**src/proc_cfg.svh**
```systemverilog
`ifndef PROC_CFG_SVH
`define PROC_CFG_SVH

// Datapath and instruction widths
`define DATA_W     64
`define INST_W     32
`define REG_ADDR_W 5
`define IMM_W      16

// Major opcodes
`define OP_ALU  6'b101010
`define OP_LD   6'b100000
`define OP_SD   6'b100001
`define OP_BEZ  6'b100010
`define OP_BNEZ 6'b100011
`define OP_NOP  6'b111100

// ALU function field, R-format only
`define FN_AND 6'b000001
`define FN_OR  6'b000010
`define FN_XOR 6'b000011
`define FN_NOT 6'b000100
`define FN_MOV 6'b000101
`define FN_ADD 6'b000110
`define FN_SUB 6'b000111

`define NIC_SEL 2'b11 // Top two imm bits that map to the NIC

`endif
```
**src/proc_pkg.sv**
```systemverilog
`default_nettype none
`include "proc_cfg.svh"

package proc_pkg;

  // Register format, ALU ops
  typedef struct packed {
    logic [0:5]             opcode;
    logic [0:`REG_ADDR_W-1] rd;
    logic [0:`REG_ADDR_W-1] ra;
    logic [0:`REG_ADDR_W-1] rb;
    logic [0:2]             ppp;
    logic [0:1]             ww;
    logic [0:5]             func;
  } r_fields_t;

  // Memory and branch format
  typedef struct packed {
    logic [0:5]             opcode;
    logic [0:`REG_ADDR_W-1] rd;
    logic [0:`REG_ADDR_W-1] ra;
    logic [0:`IMM_W-1]      imm;
  } m_fields_t;

  typedef union packed {
    r_fields_t r_fields;
    m_fields_t m_fields;
  } inst_word_u;

  typedef enum logic [1:0] {
    ew_byte  = 2'b00,
    ew_half  = 2'b01,
    ew_word  = 2'b10,
    ew_dword = 2'b11
  } elem_width_e;

  // Codes 5 to 7 fall back to a full write
  typedef enum logic [2:0] {
    ps_all   = 3'b000,
    ps_upper = 3'b001, // Bits 0 to 31
    ps_lower = 3'b010, // Bits 32 to 63
    ps_even  = 3'b011,
    ps_odd   = 3'b100
  } part_sel_e;

  typedef enum logic {
    fwd_reg = 1'b0,
    fwd_wb  = 1'b1
  } fwd_sel_e;

endpackage

`default_nettype wire

```
**src/alu.sv**
```systemverilog
`timescale 1ns/10ps
`default_nettype none
`include "proc_cfg.svh"

module alu (
  input  logic [0:5]            func,
  input  proc_pkg::elem_width_e ww,
  input  logic [0:`DATA_W-1]    a,
  input  logic [0:`DATA_W-1]    b,
  output logic [0:`DATA_W-1]    result
);
  import proc_pkg::*;

  localparam int nbytes = `DATA_W / 8;

  logic [2:0]         lane_mask; // Lane size in bytes minus one
  logic               is_sub;
  logic [0:`DATA_W-1] sum;

  always_comb begin
    case (ww)
      ew_byte: lane_mask = 3'd0;
      ew_half: lane_mask = 3'd1;
      ew_word: lane_mask = 3'd3;
      default: lane_mask = 3'd7;
    endcase
  end

  assign is_sub = (func == `FN_SUB);

  // Byte-wide ripple from the LSB byte, carry restarts at each lane
  always_comb begin
    logic       carry;
    logic [8:0] part;
    logic [7:0] a_byte;
    logic [7:0] b_byte;
    carry = is_sub;
    for (int k = 0; k < nbytes; k++) begin
      a_byte = a[`DATA_W - 8*(k+1) +: 8];
      b_byte = b[`DATA_W - 8*(k+1) +: 8] ^ {8{is_sub}}; // Two's complement for SUB
      if ((3'(k) & lane_mask) == 3'd0)
        carry = is_sub;
      part = {1'b0, a_byte} + {1'b0, b_byte} + {8'b0, carry};
      sum[`DATA_W - 8*(k+1) +: 8] = part[7:0];
      carry = part[8];
    end
  end

  always_comb begin
    case (func)
      `FN_AND: result = a & b;
      `FN_OR:  result = a | b;
      `FN_XOR: result = a ^ b;
      `FN_NOT: result = ~a;
      `FN_MOV: result = a;
      `FN_ADD,
      `FN_SUB: result = sum;
      default: result = '0;
    endcase
  end

endmodule

`default_nettype wire

```
**config.mk**
```make
export PLATFORM = sky130hd
export DESIGN_NAME = alu
export DESIGN_NICKNAME = d
export VERILOG_FILES = /design/src/proc_pkg.sv /design/src/alu.sv
export VERILOG_INCLUDE_DIRS = /design/src /design/src/src
export SDC_FILE = /design/constraint.sdc
export NUM_CORES = 1
export LEC_CHECK = 0
export BUFFER_PORTS_ARGS = -buffer_cell sky130_fd_sc_hd__buf_2
export CAP_MARGIN = 20
export CORE_UTILIZATION = 52
export DETAILED_ROUTE_END_ITERATION = 8
export PLACE_DENSITY = 0.82
export SYNTH_ARGS = -nofsm -noshare
export SYNTH_HDL_FRONTEND = slang
export SYNTH_SLANG_ARGS = --single-unit
```
**constraint.sdc**
```tcl
create_clock -name vclk -period 20.3
set_input_delay 3.045 -clock vclk [all_inputs]
set_output_delay 3.045 -clock vclk [all_outputs]
set_load 0.01 [all_outputs]
```
* Word-level counts from Yosys, hierarchy flattened *
Index checks and enable logic that the tools add are counted.

word-level totals
  logic and storage cells = 55
  bits in registers = 0
  input bits = 136
  output and inout bits = 64

operators by class
  add/subtract/negate cells = 16
  reductions and logical operators = 9
  bitwise gates (word level) = 12
  mux-type cells = 9
  eq/ne operators = 9

operators with widths
  kind                                                  number
  one-hot mux 64 bit (6 select lines)                   1
  AND 64 bit                                            1
  inverter 64 bit                                       1
  OR 64 bit                                             1
  XOR 64 bit                                            1
  XOR 8 bit                                             8
  adder 8 x 8 -> 9 bit                                  7
  adder 9 x 1 -> 9 bit                                  7
  equality test 6 x 3 -> 1 bit (second input constant)  4
  logical NOT 3 bit                                     7
  equality test 6 x 2 -> 1 bit (second input constant)  2
  one-hot mux 3 bit (3 select lines)                    1
  adder 8 x 1 -> 8 bit                                  1
  adder 8 bit                                           1
  two-way mux 1 bit                                     7
  equality test 6 x 1 -> 1 bit (second input constant)  1
  equality test 2 x 1 -> 1 bit (second input constant)  1
  equality test 2 bit (second input constant)           1
  logical NOT 2 bit                                     1
  OR reduction 2 bit                                    1

* Logic depth before layout (Yosys ltp) *
Gate-level depths: netlist of run 1.

  depth after elaboration = 19
  depth in mapped cells = 66
  gate-level depth less buffers = 64

* Worst setup path after synthesis of run 1 *
No wires, ideal clock.

  path kind = input to output
  start point = in func[2] (netlist name)
  end point = out result[1] (netlist name)
  required time = 17.255 ns
  arrival time = 17.924 ns
  setup slack = -0.669 ns
  path buffers = 2
  cell stages on the path = 66
  path through = or4b_1 buf_2 nor2_2 buf_2 xnor2_1 fa_1 a21o_1 a21oi_1 o21ai_0 a21o_1 a211oi_1 nor2_1 fa_1 fa_1 a21o_1 a21oi_1 o21ai_0 a21o_1 [... 30 more ...] nand2_1 a31oi_1 fa_1 fa_1 a21o_1 a21oi_1 o21ai_0 a2111oi_0 nor3_1 fa_1 inv_1 fa_1 nor2b_1 o21ai_0 a21oi_1 o21ai_0 mux2i_1 nand2_1

on the way
  cells in the longest elaborated chain, start to end = 19
  elaborated cells between the ends (all ways) = 40
  classes of those cells = add/sub: 16; eq/ne: 7; mux: 8; bitwise: 8; reduce/logical: 1

ends and longest elaborated chain
  what                                     line       RTL
  start, declared                          alu.sv:6   input logic [0:5] func,
  equality test 6 x 3 -> 1 bit             alu.sv:50  case (func)
  XOR 8 bit                                alu.sv:40  b_byte = b[`DATA_W - 8*(k+1) +: 8] ^ {8{is_sub}};
  adder 8 x 8 -> 9 bit                     alu.sv:43  part = {1'b0, a_byte} + {1'b0, b_byte} + {8'b0, carry};
  adder 9 x 1 -> 9 bit                     alu.sv:43
  two-way mux 1 bit                        alu.sv:41  if ((3'(k) & lane_mask) == 3'd0)
  adder 9 x 1 -> 9 bit                     alu.sv:43
  two-way mux 1 bit                        alu.sv:41
  adder 9 x 1 -> 9 bit                     alu.sv:43
  [... 3 more ...]                         --
  adder 9 x 1 -> 9 bit                     alu.sv:43
  two-way mux 1 bit                        alu.sv:41
  adder 9 x 1 -> 9 bit                     alu.sv:43
  two-way mux 1 bit                        alu.sv:41
  adder 9 x 1 -> 9 bit                     alu.sv:43
  two-way mux 1 bit                        alu.sv:41
  adder 8 x 1 -> 8 bit                     alu.sv:43
  one-hot mux 64 bit (6 select lines) (*)  alu.sv:50
  end, declared                            alu.sv:10  output logic [0:`DATA_W-1] result

Mark *: on every way between the ends. The rest lies on a longest branch, timed or not.

* Worst setup path in the final report of run 1 *
  start point = in func[0] (netlist name)
  end point = out result[0] (netlist name)

Same word-level chain as after synthesis.

==> results of run 1 <==
## critical path: cells and delay by family
kind | cells | cell delay [ns]
simple gates | 10 | 1.46
compound gates | 36 | 5.93
fa+ha+maj | 14 | 5.57
buf+inv | 4 | 0.58
xor+xnor | 2 | 0.17
## how the worst max path moves through the flow
stage,start,endpoint,cells after the start
after floorplan,func[2],result[1],66
after global routing,func[0],result[1],67
final,func[0],result[0],66
after global placement,func[2],result[1],67
after CTS,func[2],result[0],66
after detailed placement,func[2],result[0],66
## metrics by stage
step / TNS, ns / total power (µW) / hold WS [ns] / cell area, µm² / setup WS, ns
final: 0 / 226 / 6.47 / 9560 / 0.499
after global routing: -0.618 / 249 / 6.51 / 9560 / -0.174
after CTS: 0 / 213 / 6.47 / 9380 / 0.00792
after detailed placement: -5.24 / 199 / 6.47 / 9110 / -0.883
after global placement: -0.761 / 194 / 6.47 / 9110 / -0.214
after floorplan: 0 / 130 / 6.23 / 7760 / 0.00113
## cells in the final DEF, fill, tap and decap left out, types with 16 or more instances in the layout
cell / count
a21o_1: 16
nand2_1: 50
ha_1: 183
o22ai_1: 35
buf_4: 74
xnor2_1: 94
mux2_2: 63
o21ai_0: 61
a21oi_1: 98
o21ai_1: 33
buf_2: 197
nor2_1: 65
xor2_1: 28
nor3_1: 19
inv_1: 141
## where the power goes
part,leakage (µW),internal [µW],switching (µW)
logic,0.00499,106,119
registers,0,0,0
clock network,0.00000000634,0.00000664,0
total,0.00499,106,119
## layout make-up
| type | instances | area, µm² | area share (%) |
|---|---|---|---|
| Antenna cell | 1 | 2.50 | 0.0262 |
| Inverter | 141 | 529 | 5.54 |
| Multi-Input combinational cell | 865 | 7220 | 75.5 |
| Tap cell | 184 | 230 | 2.41 |
| Timing Repair Buffer | 275 | 1580 | 16.6 |
## cells by family after synthesis
group	synth area share (%)
XOR/XNOR	14.0
buffers and inverters	10.1
adder cells (fa/ha/maj)	33.5
AND/OR/NAND/NOR	8.99
AO/OA/AOI/OAI	24.0
multiplexers	9.43
## routing by layer
metal	GRT usage (%)	part of all wire, %	vias up
met4	11.4	3.1	0
met1	41.3	44	4021
li1	-	-	4103
met2	51.2	44	416
met5	0	0	-
met3	2.38	8.1	67
## what timing repair did
| item | 4_1_cts | 5_1_grt |
|---|---|---|
| setup endpoints to repair | 8 | 9 |
| pin swaps | 19 | 56 |
| setup buffers | 22 | 10 |
| resized for setup | 32 | 28 |
==> flow_summary.json, run 1 <==
{
  "cp.required_ns": 17.26,
  "ys_types": 45,
  "slew_violations": 0,
  "initial_utilization_pct": 53.2,
  "pin_count": 200,
  "grt_use_total_pct": 30.8,
  "cts_hold_buffers": 0,
  "dr.pass1.iters": 5,
  "ys_top_cells_by_area": "ha_1, xnor2_1, mux2_2, a21oi_1, inv_1",
  "seq_cells": 0,
  "setup-violations-final": 0,
  "synthCells": 1063,
  "fin_nets": 1617,
  "grt_pass1_wl_mm": 38.0,
  "fin_crit_sh_pct": 97.5,
  "min-delay-start": "a[2]",
  "period_minus_slack_ns": 19.80,
  "core-area_um2": 14500,
  "synth_area_um2": 7740,
  "dp_cells": 1436,
  "yosysMostFrequentCell": "ha_1",
  "grt_pass1_vias": 8092,
  "crit_slowest_cell": "or4b_4",
  "tightest_slew_ns": 1.15,
  "synth_nets": 1397,
  "layout-drive-gt1-share_pct": 30.7,
  "critPathArrivalTime_ns": 16.76,
  "p_leak_uw": 0.00499,
  "drc_errors": 0,
  "rsz0062_at_grt": "yes",
  "synth_common_cells": "ha_1, inv_1, a21oi_1, xnor2_1, o21ai_0",
  "stdcell_count": 1466,
  "outcome": "complete, no violations",
  "syn_to_final_growth_pct": 23.5,
  "cp_common_cell": "fa_2",
  "wl_mm": 24.5,
  "finalHoldViolCount": 0,
  "nClkBuffers": 0,
  "relSlewSlack_pct": 23.5,
  "synth_largest_area_cell": "ha_1",
  "worst-path-max-fanout": 5,
  "fin_util_pct": 65.8,
  "slowest_delay_ns": 0.52,
  "critPathLaunchType": "input pin",
  "wl_per_cell_um": 16.7,
  "critical_path_class": "in2out",
  "die_area_um2": 15400,
  "seq_area_um2": 0,
  "drtAntennaViolNets": 0,
  "globalplace.congestion": 0.903,
  "syn_avg_cell_area_um2": 7.28,
  "hold_path_end": "result[2]",
  "powerDensity_nw_per_um2": 23.6,
  "die_w_um": 124,
  "hold_path_class": "in2out",
  "grt_max_degree": 65,
  "hold_path_depth": 4,
  "vdd_drop_max_mv": 0.0101,
  "antenna_found_initial": 0,
  "drtIter0Drc": 736,
  "cap_violations": 0,
  "fp.dieH_um": 124,
  "fillers": 1261,
  "yosys.area.top_type_share_pct": 29.6,
  "yosysWarnings": 0,
  "timing.fmax_ghz": 0.0505,
  "cp-end-kind": "output port",
  "routed-via-count": 8607,
  "ys_seq_area_share_pct": 0,
  "numPortBuffers": 200,
  "grt_overflow_total": 0,
  "num_rows": 44,
  "viasPerCell": 5.87,
  "hpwl_mm": 17.7
}
Power figures use the tool's default switching activity.
==> inputs of run 2 (changes only) <==
--- a/config.mk
+++ b/config.mk
@@ -10,7 +10,7 @@
 export CAP_MARGIN = 20
 export CORE_UTILIZATION = 52
 export DETAILED_ROUTE_END_ITERATION = 8
-export PLACE_DENSITY = 0.82
+export PLACE_DENSITY_LB_ADDON = 0.25
 export SYNTH_ARGS = -nofsm -noshare
 export SYNTH_HDL_FRONTEND = slang
 export SYNTH_SLANG_ARGS = --single-unit
==> flow_summary.json, run 2 (synthesis results as in run 1) <==
{
  "wl_per_cell_um": 16.3,
  "pin_count": 200,
  "num_rows": 44,
  "grt_use_total_pct": 30.0,
  "crit_end": "result[0]",
  "antenna_found_initial": 1,
  "drt-met1-wl_mm": 11.4,
  "critPathLaunch": "func[1]",
  "critPathBufInv": 2,
  "period_minus_slack_ns": 19.61,
  "vdd_drop_max_mv": 0.0129,
  "min-delay-start": "a[2]",
  "critical_path_class": "in2out",
  "dr.max_layer_used": "met5",
  "hpwl_mm": 17.6,
  "timing.fmax_ghz": 0.0510,
  "setup-violations-final": 0,
  "crit_cells": 64,
  "fin_crit_sh_pct": 96.6,
  "critPathLaunchType": "input pin",
  "die_w_um": 124,
  "tightest_slew_ns": 1.02,
  "final_common_cell": "buf_2",
  "cp_common_cell": "fa_2",
  "antenna_cells": 0,
  "globalplace.congestion": 0.884,
  "outcome": "complete, no violations",
  "numPortBuffers": 200,
  "finalHoldViolCount": 0,
  "seq_area_um2": 0,
  "critPathArrivalTime_ns": 16.57,
  "fin_nets": 1600,
  "grt_max_degree": 55,
  "wl_mm": 23.7,
  "viasPerCell": 5.68,
  "drtIter0Drc": 557,
  "drc_errors": 0,
  "placed_cell_area_um2": 9110,
  "grt_overflow_total": 0,
  "cp_top_family": "compound AO/OA/AOI/OAI gates",
  "cap_violations": 0,
  "wl_met3_mm": 1.78,
  "p_leak_uw": 0.00492,
  "layout_common_cells": "buf_2, ha_1, inv_1, a21oi_1, xnor2_1",
  "cp-end-kind": "output port",
  "seq_cells": 0,
  "hold_path_class": "in2out",
  "relSlewSlack_pct": 32.2,
  "final_cell_area_um2": 9420,
  "initial_utilization_pct": 53.2,
  "drtAntennaViolNets": 0,
  "routed-via-count": 8225,
  "dr.pass1.iters": 5,
  "worst-path-max-fanout": 4,
  "nClkBuffers": 0,
  "cp.required_ns": 17.26,
  "grt_pass1_vias": 7609,
  "wl_met2_mm": 10.3,
  "cts_hold_buffers": 0,
  "slew_violations": 0,
  "slowest_delay_ns": 0.59,
  "fin_util_pct": 64.8,
  "syn_to_final_growth_pct": 21.7,
  "core-area_um2": 14500,
  "crit_slowest_cell": "or4b_4",
  "grt_pass1_wl_mm": 36.9,
  "die_area_um2": 15400,
  "fp.dieH_um": 124,
  "powerDensity_nw_per_um2": 22.8,
  "layout-drive-gt1-share_pct": 29.4
}
[run 2: changes by cell type in the layout (fill, tap and decap cells not counted), moves of 2 or more]
cell	delta
o21ai_2	-2
o21ai_0	+2
buf_6	-2
buf_4	-17
[run 2: worst min path at each step]
| stage | endpoint | slack [ns] | depth (start not counted) |
|---|---|---|---|
| finish | result[2] | 6.47 | 4 |
| global route | result[18] | 6.51 | 4 |
| CTS | result[2] | 6.47 | 4 |
| detailed placement | result[2] | 6.47 | 4 |
| global placement | result[2] | 6.47 | 4 |
| floorplan | result[6] | 6.23 | 2 |
[run 2: layer usage]
metal,global-route usage (%),vias to the layer above
li1,-,4070
met1,44.2,3802
met2,48.6,331
met3,1.14,20
met4,5.28,2
met5,0,-
[run 2: final cells by class]
class	instances	area (µm²)
multi-input cells	865	7190
well taps	184	230
repair buffers	258	1470
fillers	1323	5120
inverters	141	529
[run 2: power by group]
part           switching, µW  leakage [µW]  internal, µW
combinational            115       0.00492          99.6
clock                      0             0             0
sequential                 0             0             0
total                    115       0.00492          99.6
[run 2: stage by stage]
step | worst slack (ns) | TNS (ns) | hold slack (ns) | cells | total power [µW]
detailed placement | -0.934 | -5.35 | 6.47 | 1436 | 198
global route | -0.00898 | -0.00898 | 6.51 | 1448 | 238
floorplan | 0.00113 | 0 | 6.23 | 1063 | 130
global placement | -0.347 | -1.14 | 6.47 | 1436 | 195
CTS | 0.0102 | 0 | 6.47 | 1439 | 206
finish | 0.688 | 0 | 6.47 | 1448 | 214
[run 2: what timing repair did]
action                                  4_1_cts  5_1_grt
gates cloned                                  0        0
resized for setup                            33       18
pin swaps                                    21       51
setup buffers                                 3        8
endpoints found under the setup margin        8        8
[run 2: tightest hold or removal path: cells and delay by family]
family	cells	cell delay, ns
buf+inv	2	0.24
compound gates	2	0.13
==> inputs of run 3 (changes only) <==
==> constraint.sdc (replaced) <==
create_clock -name vclk -period 15.9
set_input_delay 2.385 -clock vclk [all_inputs]
set_output_delay 2.385 -clock vclk [all_outputs]
set_load 0.01 [all_outputs]
==> flow_summary.json, run 3 (synthesis results as in run 1) <==
{
  "outcome": "complete, but fails checks",
  "violations": "negative setup slack",
  "hold_path_end": "result[2]",
  "initial_utilization_pct": 53.2,
  "p_seq_share_pct": 0,
  "nClkBuffers": 0,
  "p_sw_share_pct": 50.6,
  "fillers": 1218,
  "grt_max_degree": 73,
  "pin_count": 200,
  "cts_hold_buffers": 0,
  "slowest_delay_ns": 0.56,
  "met2_usage_pct": 59.4,
  "dr.pass1.iters": 7,
  "p_leak_uw": 0.00540,
  "seq_cells": 0,
  "multi_input_area_um2": 7300,
  "seq_area_um2": 0,
  "wl_mm": 26.1,
  "timing.fmax_ghz": 0.0543,
  "hold_path_class": "in2out",
  "fin_nets": 1693,
  "cp_common_cell": "fa_2",
  "vdd_drop_max_mv": 0.0169,
  "slew_violations": 0,
  "p_comb_share_pct": 100.0,
  "holdWs_ns": 5.14,
  "wl_per_cell_um": 16.9,
  "cp.required_ns": 13.52,
  "grt_pass1_wl_mm": 40.6,
  "die_area_um2": 15400,
  "numPortBuffers": 200,
  "power.net_switching_uw": 163,
  "fp.dieH_um": 124,
  "power.share.clock_pct": 0,
  "finalHoldViolCount": 0,
  "critical_path_class": "in2out",
  "layout-drive-gt1-share_pct": 35.8,
  "layout_common_cells": "buf_2, ha_1, buf_4, inv_1, a21oi_1",
  "setup_slack_ns": -2.51,
  "antenna_cells": 0,
  "grt_pass1_vias": 8563,
  "setup-violations-final": 16,
  "core-area_um2": 14500,
  "die_w_um": 124,
  "grt_busiest_layer": "met2",
  "hold_path_depth": 4,
  "p_total_uw": 322,
  "drtIter0Drc": 612,
  "hpwl_mm": 17.3,
  "relSlewSlack_pct": 23.9,
  "drtAntennaViolNets": 0,
  "powerDensity_nw_per_um2": 31.5,
  "routed-via-count": 8922,
  "antenna_found_initial": 1,
  "syn_to_final_growth_pct": 32.1,
  "num_rows": 44,
  "final_common_cell": "buf_2",
  "drc_errors": 0,
  "crit_slowest_cell": "or4b_4",
  "critPathLaunchType": "input pin",
  "cap_violations": 0,
  "fin_crit_sh_pct": 116,
  "period_minus_slack_ns": 18.41,
  "fin_tns_setup_ns": -24.60,
  "dp_cells": 1476,
  "tightest_slew_ns": 1.14,
  "viasPerCell": 5.79,
  "globalplace.congestion": 0.918,
  "worst-path-max-fanout": 4,
  "grt_use_met1_pct": 40.1,
  "use_met3_pct": 3.11,
  "critPathArrivalTime_ns": 16.02,
  "grt_overflow_total": 0,
  "rsz0062_at_grt": "yes",
  "p_int_uw": 159,
  "min-delay-start": "a[2]",
  "cp-end-kind": "output port",
  "stdcell_count": 1541,
  "grt_use_total_pct": 33.0
}
## run 3: what timing repair did
item	in CTS	in global routing
pin swaps	35	40
buffers inserted	58	15
endpoints found under the setup margin	16	17
gates resized for setup	14	15
## run 3: worst max-delay path by stage
stage	from	to	slack [ns]	cells after the start
after floorplan	func[2]	result[1]	-2.02	66
after global placement	func[2]	result[1]	-2.11	66
after detailed placement	func[2]	result[1]	-2.47	66
after CTS	func[2]	result[1]	-2.28	66
after global routing	func[2]	result[1]	-3.02	66
final	func[2]	result[1]	-2.51	66
## run 3: routing by layer
metal	wire [µm]	part of all wire (%)
met1	10700	41
met2	12600	48
met3	1780	6.8
met4	1050	4.0
met5	0	0
## run 3: layout make-up
class | instances | area share, %
tap | 184 | 2.25
timing repair buffer | 351 | 21.1
inverter | 141 | 5.18
multi-input combinational | 865 | 71.4
## run 3: worst max-delay path: cells and delay by family
kind	cells	cell delay [ns]
simple gates	12	1.68
compound gates	34	5.69
xor+xnor	1	0.10
mux	1	0.19
buf+inv	3	0.31
fa+ha+maj	15	5.65
## run 3: through the flow
step                      utilization [%]  instance area [µm²]  setup WS, ns
after floorplan                         -                 7940         -2.02
after global placement               65.9                 9580         -2.11
after detailed placement             65.9                 9580         -2.47
after CTS                            69.4                10100         -2.28
after global routing                 70.3                10200         -3.02
final                                70.3                10200         -2.51
## run 3: power by group through the flow
stage / clock (µW) / sequential (µW) / combinational [µW]
floorplan: 0 / 0 / 175
global placement: 0 / 0 / 263
detailed placement: 0 / 0 / 270
CTS: 0 / 0 / 301
global route: 0 / 0 / 353
finish: 0 / 0 / 322
